### src/llc_cfg_pkg.sv
// LLC configuration register map
`default_nettype none

package llc_cfg_pkg;

  // Register bus widths
  localparam int unsigned LiteAddrWidth = 32;
  localparam int unsigned LiteDataWidth = 32;

  // Window registers
  localparam logic [LiteAddrWidth-1:0] AddrCachedStart = 32'h0000_0000;
  localparam logic [LiteAddrWidth-1:0] AddrCachedEnd   = 32'h0000_0004;
  localparam logic [LiteAddrWidth-1:0] AddrSpmStart    = 32'h0000_0008;

  // Access counters, cleared on any write
  localparam logic [LiteAddrWidth-1:0] AddrCntCachedRd = 32'h0000_0010;
  localparam logic [LiteAddrWidth-1:0] AddrCntCachedWr = 32'h0000_0014;
  localparam logic [LiteAddrWidth-1:0] AddrCntSpm      = 32'h0000_0018;
  localparam logic [LiteAddrWidth-1:0] AddrCntBypass   = 32'h0000_001C;

  // Counter slots in the counter array
  localparam int unsigned NumCnt      = 4;
  localparam int unsigned CntCachedRd = 0;
  localparam int unsigned CntCachedWr = 1;
  localparam int unsigned CntSpm      = 2;
  localparam int unsigned CntBypass   = 3;

  localparam logic [LiteDataWidth-1:0] UnmappedData = 32'hdeadf000;

  // Window reset values
  localparam logic [LiteDataWidth-1:0] CachedStartReset = 32'h8000_0000;
  localparam logic [LiteDataWidth-1:0] CachedEndReset   = 32'h8800_0000;
  localparam logic [LiteDataWidth-1:0] SpmStartReset    = 32'h7000_0000;

endpackage

`default_nettype wire

### src/llc_geom_pkg.sv
// LLC geometry and address views
`default_nettype none

package llc_geom_pkg;

  localparam int unsigned AddrBits = 32;

  // 8 ways, 256 lines, 8 blocks of 64 bits
  localparam int unsigned NumWays    = 8;
  localparam int unsigned NumLines   = 256;
  localparam int unsigned NumBlocks  = 8;
  localparam int unsigned BlockBytes = 8;

  localparam int unsigned ByteBits   = $clog2(BlockBytes);
  localparam int unsigned BlockBits  = $clog2(NumBlocks);
  localparam int unsigned LineBits   = $clog2(NumLines);
  localparam int unsigned WayBits    = $clog2(NumWays);
  localparam int unsigned TagBits    = AddrBits - LineBits - BlockBits - ByteBits;
  localparam int unsigned SpmPadBits = TagBits - WayBits;

  // Scratchpad covers the whole data array
  localparam logic [AddrBits-1:0] SpmBytes = NumWays * NumLines * NumBlocks * BlockBytes;

  localparam int unsigned RegionBits = 2;
  localparam logic [RegionBits-1:0] RegionBypass = 2'd0;
  localparam logic [RegionBits-1:0] RegionCached = 2'd1;
  localparam logic [RegionBits-1:0] RegionSpm    = 2'd2;

  typedef struct packed {
    logic [TagBits-1:0]   tag;
    logic [LineBits-1:0]  line;
    logic [BlockBits-1:0] block;
    logic [ByteBits-1:0]  offset;
  } llc_cache_view_t;

  // Offset from scratchpad start
  typedef struct packed {
    logic [SpmPadBits-1:0] unused;
    logic [WayBits-1:0]    way;
    logic [LineBits-1:0]   line;
    logic [BlockBits-1:0]  block;
    logic [ByteBits-1:0]   offset;
  } llc_spm_view_t;

  typedef union packed {
    llc_cache_view_t cache;
    llc_spm_view_t   spm;
  } llc_addr_u;

endpackage

`default_nettype wire

### src/dma_evt_rx.sv
// Cluster DMA event receiver
`timescale 1ns/1ps
`default_nettype none

module dma_evt_rx (
  input  logic clk_i,
  input  logic reset_i,
  input  logic valid_i,
  output logic valid_o,
  output logic ack_o
);

  logic sync1_q;
  logic sync2_q;
  logic dly_q;

  // Two-flop synchronizer, then one more flop for edge detect
  always_ff @(posedge clk_i) begin
    if (reset_i) begin
      sync1_q <= 1'b0;
      sync2_q <= 1'b0;
      dly_q   <= 1'b0;
    end else begin
      sync1_q <= valid_i;
      sync2_q <= sync1_q;
      dly_q   <= sync2_q;
    end
  end

  assign valid_o = sync2_q & ~dly_q;
  assign ack_o   = sync2_q;

endmodule

`default_nettype wire

### src/host_llc_ctrl.sv
// Host memory-region controller top
`timescale 1ns/1ps
`default_nettype none

module host_llc_ctrl
  import llc_cfg_pkg::*;
  import llc_geom_pkg::*;
(
  input  logic                     clk_i,
  input  logic                     reset_i,
  // Register write
  input  logic                     wr_valid_i,
  input  logic [LiteAddrWidth-1:0] wr_addr_i,
  input  logic [LiteDataWidth-1:0] wr_data_i,
  output logic                     wr_ready_o,
  output logic                     wr_resp_valid_o,
  input  logic                     wr_resp_ready_i,
  // Register read
  input  logic                     rd_valid_i,
  input  logic [LiteAddrWidth-1:0] rd_addr_i,
  output logic                     rd_ready_o,
  output logic                     rd_resp_valid_o,
  output logic [LiteDataWidth-1:0] rd_data_o,
  input  logic                     rd_resp_ready_i,
  // Memory requests
  input  logic                     req_valid_i,
  input  logic                     req_we_i,
  input  logic [AddrBits-1:0]      req_addr_i,
  output logic                     dec_valid_o,
  output logic                     dec_we_o,
  output logic [RegionBits-1:0]    dec_region_o,
  output logic [TagBits-1:0]       dec_tag_o,
  output logic [WayBits-1:0]       dec_way_o,
  output logic [LineBits-1:0]      dec_line_o,
  output logic [BlockBits-1:0]     dec_block_o,
  // Cluster DMA event
  input  logic                     dma_evt_valid_i,
  output logic                     dma_evt_o,
  output logic                     dma_evt_ack_o
);

  logic [NumCnt-1:0][LiteDataWidth-1:0] cnt;
  logic [NumCnt-1:0]                    cnt_clear;
  logic [LiteDataWidth-1:0]             cached_start;
  logic [LiteDataWidth-1:0]             cached_end;
  logic [LiteDataWidth-1:0]             spm_start;

  llc_cfg_regs i_llc_cfg_regs (
    .clk_i           ( clk_i           ),
    .reset_i         ( reset_i         ),
    .wr_valid_i      ( wr_valid_i      ),
    .wr_addr_i       ( wr_addr_i       ),
    .wr_data_i       ( wr_data_i       ),
    .wr_ready_o      ( wr_ready_o      ),
    .wr_resp_valid_o ( wr_resp_valid_o ),
    .wr_resp_ready_i ( wr_resp_ready_i ),
    .rd_valid_i      ( rd_valid_i      ),
    .rd_addr_i       ( rd_addr_i       ),
    .rd_ready_o      ( rd_ready_o      ),
    .rd_resp_valid_o ( rd_resp_valid_o ),
    .rd_data_o       ( rd_data_o       ),
    .rd_resp_ready_i ( rd_resp_ready_i ),
    .cnt_i           ( cnt             ),
    .cnt_clear_o     ( cnt_clear       ),
    .cached_start_o  ( cached_start    ),
    .cached_end_o    ( cached_end      ),
    .spm_start_o     ( spm_start       )
  );

  llc_region_decoder i_llc_region_decoder (
    .clk_i          ( clk_i        ),
    .reset_i        ( reset_i      ),
    .req_valid_i    ( req_valid_i  ),
    .req_we_i       ( req_we_i     ),
    .req_addr_i     ( req_addr_i   ),
    .cached_start_i ( cached_start ),
    .cached_end_i   ( cached_end   ),
    .spm_start_i    ( spm_start    ),
    .dec_valid_o    ( dec_valid_o  ),
    .dec_we_o       ( dec_we_o     ),
    .dec_region_o   ( dec_region_o ),
    .dec_tag_o      ( dec_tag_o    ),
    .dec_way_o      ( dec_way_o    ),
    .dec_line_o     ( dec_line_o   ),
    .dec_block_o    ( dec_block_o  )
  );

  llc_access_counters i_llc_access_counters (
    .clk_i        ( clk_i        ),
    .reset_i      ( reset_i      ),
    .dec_valid_i  ( dec_valid_o  ),
    .dec_we_i     ( dec_we_o     ),
    .dec_region_i ( dec_region_o ),
    .cnt_clear_i  ( cnt_clear    ),
    .cnt_o        ( cnt          )
  );

  dma_evt_rx i_dma_evt_rx (
    .clk_i   ( clk_i           ),
    .reset_i ( reset_i         ),
    .valid_i ( dma_evt_valid_i ),
    .valid_o ( dma_evt_o       ),
    .ack_o   ( dma_evt_ack_o   )
  );

endmodule

`default_nettype wire

### src/llc_access_counters.sv
// LLC access event counters
`timescale 1ns/1ps
`default_nettype none

module llc_access_counters
  import llc_cfg_pkg::*;
  import llc_geom_pkg::*;
(
  input  logic                                  clk_i,
  input  logic                                  reset_i,
  input  logic                                  dec_valid_i,
  input  logic                                  dec_we_i,
  input  logic [RegionBits-1:0]                 dec_region_i,
  input  logic [NumCnt-1:0]                     cnt_clear_i,
  output logic [NumCnt-1:0][LiteDataWidth-1:0]  cnt_o
);

  logic [NumCnt-1:0] inc;

  // Scratchpad and bypass count both directions
  always_comb begin
    inc = '0;
    if (dec_valid_i) begin
      case (dec_region_i)
        RegionCached: begin
          inc[CntCachedRd] = ~dec_we_i;
          inc[CntCachedWr] = dec_we_i;
        end
        RegionSpm: inc[CntSpm] = 1'b1;
        default:   inc[CntBypass] = 1'b1;
      endcase
    end
  end

  for (genvar i = 0; i < NumCnt; i++) begin : gen_cnt
    always_ff @(posedge clk_i) begin
      if (reset_i) begin
        cnt_o[i] <= '0;
      end else if (cnt_clear_i[i]) begin
        cnt_o[i] <= '0;
      end else if (inc[i]) begin
        cnt_o[i] <= cnt_o[i] + 1'b1;
      end
    end
  end

endmodule

`default_nettype wire

### src/llc_cfg_regs.sv
// LLC configuration register slave
`timescale 1ns/1ps
`default_nettype none

module llc_cfg_regs
  import llc_cfg_pkg::*;
(
  input  logic                                  clk_i,
  input  logic                                  reset_i,
  input  logic                                  wr_valid_i,
  input  logic [LiteAddrWidth-1:0]              wr_addr_i,
  input  logic [LiteDataWidth-1:0]              wr_data_i,
  output logic                                  wr_ready_o,
  output logic                                  wr_resp_valid_o,
  input  logic                                  wr_resp_ready_i,
  input  logic                                  rd_valid_i,
  input  logic [LiteAddrWidth-1:0]              rd_addr_i,
  output logic                                  rd_ready_o,
  output logic                                  rd_resp_valid_o,
  output logic [LiteDataWidth-1:0]              rd_data_o,
  input  logic                                  rd_resp_ready_i,
  input  logic [NumCnt-1:0][LiteDataWidth-1:0]  cnt_i,
  output logic [NumCnt-1:0]                     cnt_clear_o,
  output logic [LiteDataWidth-1:0]              cached_start_o,
  output logic [LiteDataWidth-1:0]              cached_end_o,
  output logic [LiteDataWidth-1:0]              spm_start_o
);

  logic                     wr_pend_q;
  logic                     rd_pend_q;
  logic                     wr_accept;
  logic                     rd_accept;
  logic [LiteDataWidth-1:0] rd_data_d;
  logic [LiteDataWidth-1:0] rd_data_q;
  logic [LiteDataWidth-1:0] cached_start_q;
  logic [LiteDataWidth-1:0] cached_end_q;
  logic [LiteDataWidth-1:0] spm_start_q;

  // One outstanding response per direction
  assign wr_ready_o = ~wr_pend_q;
  assign rd_ready_o = ~rd_pend_q;
  assign wr_accept  = wr_valid_i & wr_ready_o;
  assign rd_accept  = rd_valid_i & rd_ready_o;

  always_ff @(posedge clk_i) begin
    if (reset_i) begin
      wr_pend_q <= 1'b0;
      rd_pend_q <= 1'b0;
    end else begin
      if (wr_accept) begin
        wr_pend_q <= 1'b1;
      end else if (wr_resp_ready_i) begin
        wr_pend_q <= 1'b0;
      end
      if (rd_accept) begin
        rd_pend_q <= 1'b1;
      end else if (rd_resp_ready_i) begin
        rd_pend_q <= 1'b0;
      end
    end
  end

  always_ff @(posedge clk_i) begin
    if (reset_i) begin
      cached_start_q <= CachedStartReset;
      cached_end_q   <= CachedEndReset;
      spm_start_q    <= SpmStartReset;
    end else if (wr_accept) begin
      case (wr_addr_i)
        AddrCachedStart: cached_start_q <= wr_data_i;
        AddrCachedEnd:   cached_end_q   <= wr_data_i;
        AddrSpmStart:    spm_start_q    <= wr_data_i;
        default: ;
      endcase
    end
  end

  // Counter writes only clear, data is ignored
  always_comb begin
    cnt_clear_o = '0;
    if (wr_accept) begin
      case (wr_addr_i)
        AddrCntCachedRd: cnt_clear_o[CntCachedRd] = 1'b1;
        AddrCntCachedWr: cnt_clear_o[CntCachedWr] = 1'b1;
        AddrCntSpm:      cnt_clear_o[CntSpm]      = 1'b1;
        AddrCntBypass:   cnt_clear_o[CntBypass]   = 1'b1;
        default: ;
      endcase
    end
  end

  always_comb begin
    case (rd_addr_i)
      AddrCachedStart: rd_data_d = cached_start_q;
      AddrCachedEnd:   rd_data_d = cached_end_q;
      AddrSpmStart:    rd_data_d = spm_start_q;
      AddrCntCachedRd: rd_data_d = cnt_i[CntCachedRd];
      AddrCntCachedWr: rd_data_d = cnt_i[CntCachedWr];
      AddrCntSpm:      rd_data_d = cnt_i[CntSpm];
      AddrCntBypass:   rd_data_d = cnt_i[CntBypass];
      default:         rd_data_d = UnmappedData;
    endcase
  end

  // Held until the response is taken
  always_ff @(posedge clk_i) begin
    if (rd_accept) begin
      rd_data_q <= rd_data_d;
    end
  end

  assign wr_resp_valid_o = wr_pend_q;
  assign rd_resp_valid_o = rd_pend_q;
  assign rd_data_o       = rd_data_q;
  assign cached_start_o  = cached_start_q;
  assign cached_end_o    = cached_end_q;
  assign spm_start_o     = spm_start_q;

endmodule

`default_nettype wire

### src/llc_region_decoder.sv
// LLC request region decoder
`timescale 1ns/1ps
`default_nettype none

module llc_region_decoder
  import llc_geom_pkg::*;
(
  input  logic                  clk_i,
  input  logic                  reset_i,
  input  logic                  req_valid_i,
  input  logic                  req_we_i,
  input  logic [AddrBits-1:0]   req_addr_i,
  input  logic [AddrBits-1:0]   cached_start_i,
  input  logic [AddrBits-1:0]   cached_end_i,
  input  logic [AddrBits-1:0]   spm_start_i,
  output logic                  dec_valid_o,
  output logic                  dec_we_o,
  output logic [RegionBits-1:0] dec_region_o,
  output logic [TagBits-1:0]    dec_tag_o,
  output logic [WayBits-1:0]    dec_way_o,
  output logic [LineBits-1:0]   dec_line_o,
  output logic [BlockBits-1:0]  dec_block_o
);

  llc_addr_u             addr_u;
  llc_addr_u             off_u;
  logic [AddrBits-1:0]   spm_off;
  logic                  in_cached;
  logic                  in_spm;
  logic [RegionBits-1:0] region_d;
  logic [TagBits-1:0]    tag_d;
  logic [WayBits-1:0]    way_d;
  logic [LineBits-1:0]   line_d;
  logic [BlockBits-1:0]  block_d;

  // Wrapping difference, so addresses below the start fall out too
  assign spm_off   = req_addr_i - spm_start_i;
  assign addr_u    = req_addr_i;
  assign off_u     = spm_off;
  assign in_cached = (req_addr_i >= cached_start_i) && (req_addr_i < cached_end_i);
  assign in_spm    = spm_off < SpmBytes;

  always_comb begin
    region_d = RegionBypass;
    tag_d    = '0;
    way_d    = '0;
    line_d   = '0;
    block_d  = '0;
    if (in_cached) begin
      region_d = RegionCached;
      tag_d    = addr_u.cache.tag;
      line_d   = addr_u.cache.line;
      block_d  = addr_u.cache.block;
    end else if (in_spm) begin
      region_d = RegionSpm;
      way_d    = off_u.spm.way;
      line_d   = off_u.spm.line;
      block_d  = off_u.spm.block;
    end
  end

  always_ff @(posedge clk_i) begin
    if (reset_i) begin
      dec_valid_o <= 1'b0;
    end else begin
      dec_valid_o <= req_valid_i;
    end
  end

  always_ff @(posedge clk_i) begin
    if (req_valid_i) begin
      dec_we_o     <= req_we_i;
      dec_region_o <= region_d;
      dec_tag_o    <= tag_d;
      dec_way_o    <= way_d;
      dec_line_o   <= line_d;
      dec_block_o  <= block_d;
    end
  end

endmodule

`default_nettype wire
### config.mk
export PLATFORM = sky130hd
export DESIGN_NAME = host_llc_ctrl
export DESIGN_NICKNAME = d
export VERILOG_FILES = /design/src/llc_cfg_pkg.sv /design/src/llc_geom_pkg.sv /design/src/dma_evt_rx.sv /design/src/host_llc_ctrl.sv /design/src/llc_access_counters.sv /design/src/llc_cfg_regs.sv /design/src/llc_region_decoder.sv
export SDC_FILE = /design/constraint.sdc
export NUM_CORES = 1
export LEC_CHECK = 0
export BUFFER_PORTS_ARGS = -buffer_cell sky130_fd_sc_hd__buf_2
export CAP_MARGIN = 20
export CORE_ASPECT_RATIO = 1.5
export CORE_MARGIN = 10
export CORE_UTILIZATION = 55
export DETAILED_ROUTE_END_ITERATION = 12
export PLACE_DENSITY_LB_ADDON = 0.15
export SLEW_MARGIN = 20
export SYNTH_ARGS = -nofsm -noshare
export SYNTH_HDL_FRONTEND = slang
export SYNTH_SLANG_ARGS = --single-unit
export TNS_END_PERCENT = 5
### constraint.sdc
create_clock -name clk_i -period 7.9 [get_ports clk_i]
set_input_delay 1.58 -clock clk_i [delete_from_list [all_inputs] [get_ports clk_i]]
set_output_delay 1.58 -clock clk_i [all_outputs]
set_load 0.02 [all_outputs]
# Word level (Yosys, flattened, before mapping)
# Index checks and enable logic that the tools add are counted.
# classes
add_sub_neg	5
magnitude_cmp	3
eq_ne	14
n_mux	19
bitwise_logic	8
reduce_logical	14
# op_table
op	count
$eq 32x5->1 const B	8
$pmux 32 s7	1
$add 32x1->32 const B	4
$eq 32x3->1 const B	2
$eq 32x4->1 const B	2
$logic_not 32->1	2
$ge 32x32->1	1
$lt 32x18->1 const B	1
$lt 32x32->1	1
$sub 32x32->32	1
$mux 8	2
$reduce_or 2->1	6
$mux 1	10
$mux 4	2
$mux 3	2
$reduce_and 2->1	3
$not 1->1	5
$mux 2	2
$reduce_bool 2->1	2
$and 1x1->1	3
$eq 2x1->1 const B	1
$eq 2x2->1 const B	1
$logic_and 1x1->1	1
# word_totals
reg_bits	297
in_bits	137
output_inout_bits	74
word_cells	83

# Longest topological paths before layout
# logic_depth
depth_word	4
mapped_depth	14
ltp_nobuf	11

# Cells and area by module
# From an unflattened synthesis, not the netlist that was laid out.
# unflattened
cells_unflattened	2092
hier_area_um2	17554.3
# by_module_without_submodules
module	instances	cells_per_inst	area_per_inst_um2	seq_area_each_um2
llc_cfg_regs	1	753	6348.6	2922.8
llc_access_counters	1	660	5798.1	2562.5
llc_region_decoder	1	672	5320.1	1071.0
dma_evt_rx	1	7	87.6	60.1

# Least setup slack after synthesis
# No wires, ideal clock.
# synth_timing
path_type	input port to flip-flop
start	in req_addr_i[2]
end	reg i_llc_region_decoder.dec_block_o[0] (data pin)
setup_time_ns	0.165
arrival_ns	4.107
t_required_ns	7.735
slack_ns	3.628
path_stages	11
path_buffers	1
cell_sequence	ha_1 > a21o_1 > a31oi_4 > nand4bb_1 > a2111oi_1 > or3_1 > or3_1 > a2111oi_2 > o2111ai_1 > buf_4 > o31ai_2
# synth_via
elab_chain_len	4
word_cells_on_any_way	7
# synth_rtl
element	line_no	text
start: declaration	host_llc_ctrl.sv:28	input logic [AddrBits-1:0] req_addr_i,
$sub 32x32->32	llc_region_decoder.sv:37	assign spm_off = req_addr_i - spm_start_i;
$lt 32x18->1	llc_region_decoder.sv:41	assign in_spm = spm_off < SpmBytes;
$mux 3	llc_region_decoder.sv:54	end else if (in_spm) begin
$mux 3 *	llc_region_decoder.sv:49	if (in_cached) begin
named net i_llc_region_decoder.block_d[0]	llc_region_decoder.sv:34	logic [BlockBits-1:0] block_d;
end signal: assignment	llc_region_decoder.sv:77	dec_block_o <= block_d;
end: declaration	llc_region_decoder.sv:22	output logic [BlockBits-1:0] dec_block_o
# Mark *: on every way through the listed nets, which the timed path passes. The rest lies on a longest branch.
# A chain may end at the register's enable or synchronous reset.

# Worst setup path after layout
# layout_timing
start	in req_addr_i[6]
end	reg i_llc_region_decoder.dec_line_o[7] (data pin)
# layout_via
elab_chain_len	4
word_cells_on_any_way	7
# layout_rtl
element	line_no	text
$sub 32x32->32	llc_region_decoder.sv:37	
$lt 32x18->1	llc_region_decoder.sv:41	
$mux 8	llc_region_decoder.sv:54	
$mux 8 *	llc_region_decoder.sv:49	
named net i_llc_region_decoder.line_d[7]	llc_region_decoder.sv:33	logic [LineBits-1:0] line_d;
end signal: assignment	llc_region_decoder.sv:76	dec_line_o <= line_d;
end: declaration	llc_region_decoder.sv:21	output logic [LineBits-1:0] dec_line_o,
# Marked as above.

==> qor.csv <==
metric;value;unit
critical_path.max_fanout;11;
grt_start_max_net_pins;62;
buffer_ports.inserted;210;
average_wire_per_standard_cell;19.62;um
asyncSetResetFlopFracSynth;0;
syn_area_per_cell;8.426;um2
max_cap_viol_count;0;
totalNegativeSetupSlack;0;ns
drtPass1Iterations;6;
cts-buffers-inserted;30;
die_width;162.4;um
synth_seq_cells;297;
synth.largest_area_cell;sky130_fd_sc_hd__dfxtp_1;
synth_top_cell_area_share;0.2751;
pwr_density_cell;176.0;nW/um2
vdd.ir_drop.worst;159.5;uV
finalMaxSlewViolations;0;
gpl.final_weighted_congestion;1.026;
drtIter0Drc;877;
power_leakage;7.084;nW
number_of_global_route_vias_before_repair;14880;
grt_setup_unrepaired;no;
grt_first_pass_wirelength;79020;um
critical_path.cell_chain;buf_2 > ha_1 > a21oi_1 > o21ai_0 > a31oi_1 > a2111oi_1 > or3_1 > nand3_1 > a2111oi_2 > o2111ai_1 > buf_4 > o31ai_1;
final-setup-viol-count;0;
yosysSeqAreaShare;0.3954;
timing.critical_path.required;8.29;ns
dpl.hpwl;38250;um
cts_resized;0;
worstSkewPairLatency;0.57;ns
critical-path-max-stage-delay;0.72;ns
synth_nets;2222;
netlist_top_cells_area;sky130_fd_sc_hd__dfxtp_1 (28%), sky130_fd_sc_hd__edfxtp_1 (12%), sky130_fd_sc_hd__ha_1 (7.4%);
std_cell_rows;78;
number_of_enable_type_register_cells_in_the_synthesized_netlist;67;
syn-cell-area;16730;um2
timing.slew.headroom;0.2863;
clk_root_buffer_cell;sky130_fd_sc_hd__clkbuf_16;
synth_warnings;0;
clock_sinks;297;
whs;0.4520;ns
hp-class;register to register;
finalWirelength;50540;um
cts_hold_buf;0;
global_route.overflow_total;0;
post_cts_setup_buffer_count;0;
die_y_extent;233.6;um
ys.flop_type;sky130_fd_sc_hd__dfxtp_1;
vias_per_cell;5.803;
top_cell_family_by_delay_on_the_critical_path;compound AO/OA/AOI/OAI gates;
boundaryPins;211;
ctsLongestPathBuffers;3;
final_period_minus_worst_setup_slack;4.478;ns
via_count;14950;
cts_htree_levels;1;
critPathKind;primary input to register;
worst_clock_skew;0.01679;ns
cpMaxStageDelayCell;sky130_fd_sc_hd__a2111oi_1;
cts.reportedPaths.clkPinSlew;0.06;ns
drc_errors;0;
postRouteAntennaNets;0;
setup.worst_path.end_class;register;
fraction_of_layout_cells_with_a_size_suffix_above_1;0.1393;
buffer_and_inverter_count_on_the_worst_path;2;
start_util;0.5549;
run_status;complete, no violations;
power;0.003369;W
startpoint_type;primary input;
max_clock_freq;223.3;MHz
antenna_found_initial;2;
fin_crit_sh;0.5668;
area.growth.synth_to_final;14.39;%
globalRouteTotalUtil;0.2575;
area_of_the_placeable_core;30160;um2
synthCells;1986;
die_area;37950;um2
hold_violations;0;
crit_arrival;4.87;ns
finalNetCount;2388;
synthDistinctLibCells;65;
worst_margin_pin_slew;1.068;ns
tritoncts;done;
-- placed cells by master (no fill, tap or decap), drive strengths merged, types with 6 or more instances in the layout --
cell type  synthesis  routed
o221ai            33      33
mux2i            101     101
o31ai             13      13
nand4             43      43
dfxtp            230     230
nand3             47      47
nor2             200     200
a21oi            181     181
o21a              17      17
a2111oi            6       6
or3               25      25
nand2            309     309
o211ai            10      10
nor4              25      25
buf               23     229
nor3              16      16
inv              111     111
xnor2             44      44
a31oi              8       8
ha                99      99
a21o              10      10
a211oi            25      25
xor2              81      81
and2              25      25
edfxtp            67      67
and4              10      10
nor2b             11      11
and3              28      28
nand2b             7       7
clkbuf            72      51
or2                6       6
o21ai             58      58
-- worst register-to-register path: stages, from the launching register on --
cell and delay, ns:
sky130_fd_sc_hd__dfxtp_1 0.36, sky130_fd_sc_hd__inv_1 0.08, sky130_fd_sc_hd__ha_1 0.36, sky130_fd_sc_hd__a21o_1 0.18, sky130_fd_sc_hd__a31oi_4 0.06, sky130_fd_sc_hd__nand4bb_1 0.25
sky130_fd_sc_hd__a2111oi_1 0.78, sky130_fd_sc_hd__or3_1 0.22, sky130_fd_sc_hd__nand3_1 0.11, sky130_fd_sc_hd__a2111oi_2 0.40, sky130_fd_sc_hd__o2111ai_1 0.25, sky130_fd_sc_hd__buf_4 0.26
sky130_fd_sc_hd__o31ai_1 0.27
-- path summary, 6_finish.rpt --
path / start / endpoint / slack (ns) / cells past startpoint
setup / recovery: req_addr_i[6] / i_llc_region_decoder.dec_line_o[7]$_DFFE_PP_ / 3.42 / 12
hold / removal: i_dma_evt_rx.sync1_q$_SDFF_PP0_ / i_dma_evt_rx.ack_o$_SDFF_PP0_ / 0.45 / 1
setup reg to reg: i_llc_cfg_regs.spm_start_o[2]$_SDFFE_PP0P_ / i_llc_region_decoder.dec_line_o[7]$_DFFE_PP_ / 4.12 / 12
hold reg to reg: i_dma_evt_rx.sync1_q$_SDFF_PP0_ / i_dma_evt_rx.ack_o$_SDFF_PP0_ / 0.45 / 1
-- cells in the mapped netlist, drive strengths merged, types with 11 or more instances --
master,number
clkbuf,72
dfxtp,230
nand4,43
nor4,25
o31ai,13
o221ai,33
nor2,200
xor2,81
o21a,17
nand2,309
ha,99
nor3,16
a211oi,25
nor2b,11
xnor2,44
and3,28
edfxtp,67
nand3,47
and2,25
buf,23
or3,25
mux2i,101
a21oi,181
o21ai,58
inv,111
-- per-layer routing --
| metal | vias to the layer above | wire, um | track usage |
|---|---|---|---|
| met5 | - | 25 | 0 |
| met2 | 493 | 25470 | 0.4498 |
| met4 | 4 | 1505 | 0.08637 |
| met1 | 7063 | 20730 | 0.3185 |
| li1 | 7305 | - | - |
| met3 | 84 | 2810 | 0.03471 |
-- power by group --
part	internal, W	switching [W]	leakage (nW)
clock network	0.000858	0.000604	0.506
logic	0.000119	0.000211	4.08
registers	0.00157	0.00000757	2.50
-- state kept, by name, indices dropped and copies added (netlist names) --
register                           cells
i_llc_cfg_regs.cached_end_o           32
i_llc_region_decoder.dec_line_o        8
i_llc_cfg_regs.rd_resp_valid_o         1
i_llc_region_decoder.dec_tag_o        18
i_llc_region_decoder.dec_valid_o       1
i_llc_region_decoder.dec_region_o      2
i_llc_cfg_regs.rd_data_o              32
i_llc_cfg_regs.cached_start_o         32
i_llc_region_decoder.dec_way_o         3
i_llc_region_decoder.dec_block_o       3
i_dma_evt_rx.dly_q                     1
i_llc_cfg_regs.wr_resp_valid_o         1
i_llc_access_counters.cnt_o          128
i_llc_cfg_regs.spm_start_o            32
i_dma_evt_rx.sync1_q                   1
i_dma_evt_rx.ack_o                     1
i_llc_region_decoder.dec_we_o          1
-- kinds of logic after synthesis --
| kind of cell | count (synthesis) | share of synthesized area |
|---|---|---|
| adder cells (fa/ha/maj) | 99 | 0.07402 |
| buffers and inverters | 207 | 0.04680 |
| AND/OR/NAND/NOR | 769 | 0.2103 |
| AO/OA/AOI/OAI | 388 | 0.1477 |
| flip-flops | 297 | 0.3954 |
| XOR/XNOR | 125 | 0.06542 |
| multiplexers | 101 | 0.06041 |
-- metrics by stage --
stage                     std cells  utilization  area (um2)  setup WS [ns]
after global placement         2518       0.5993       18070          3.006
final                          2576       0.6348       19140          3.422
after detailed placement       2520       0.6006       18110          2.893
after CTS                      2575       0.6347       19140          3.484
after floorplan                1986            -       16730          3.628
after global routing           2575       0.6347       19140          3.260
-- cell type report --
class                   count  area (um2)
clock buffers              51        1003
repair buffers            229        1211
well taps                 400       500.5
flip-flops and latches    297        6616
clock inverters             4       26.28
multi-input cells        1482        9363
fillers                  2602       11010
diodes                      1       2.502
inverters                 112       420.4
No activity file was read; power rests on OpenSTA's default activity.
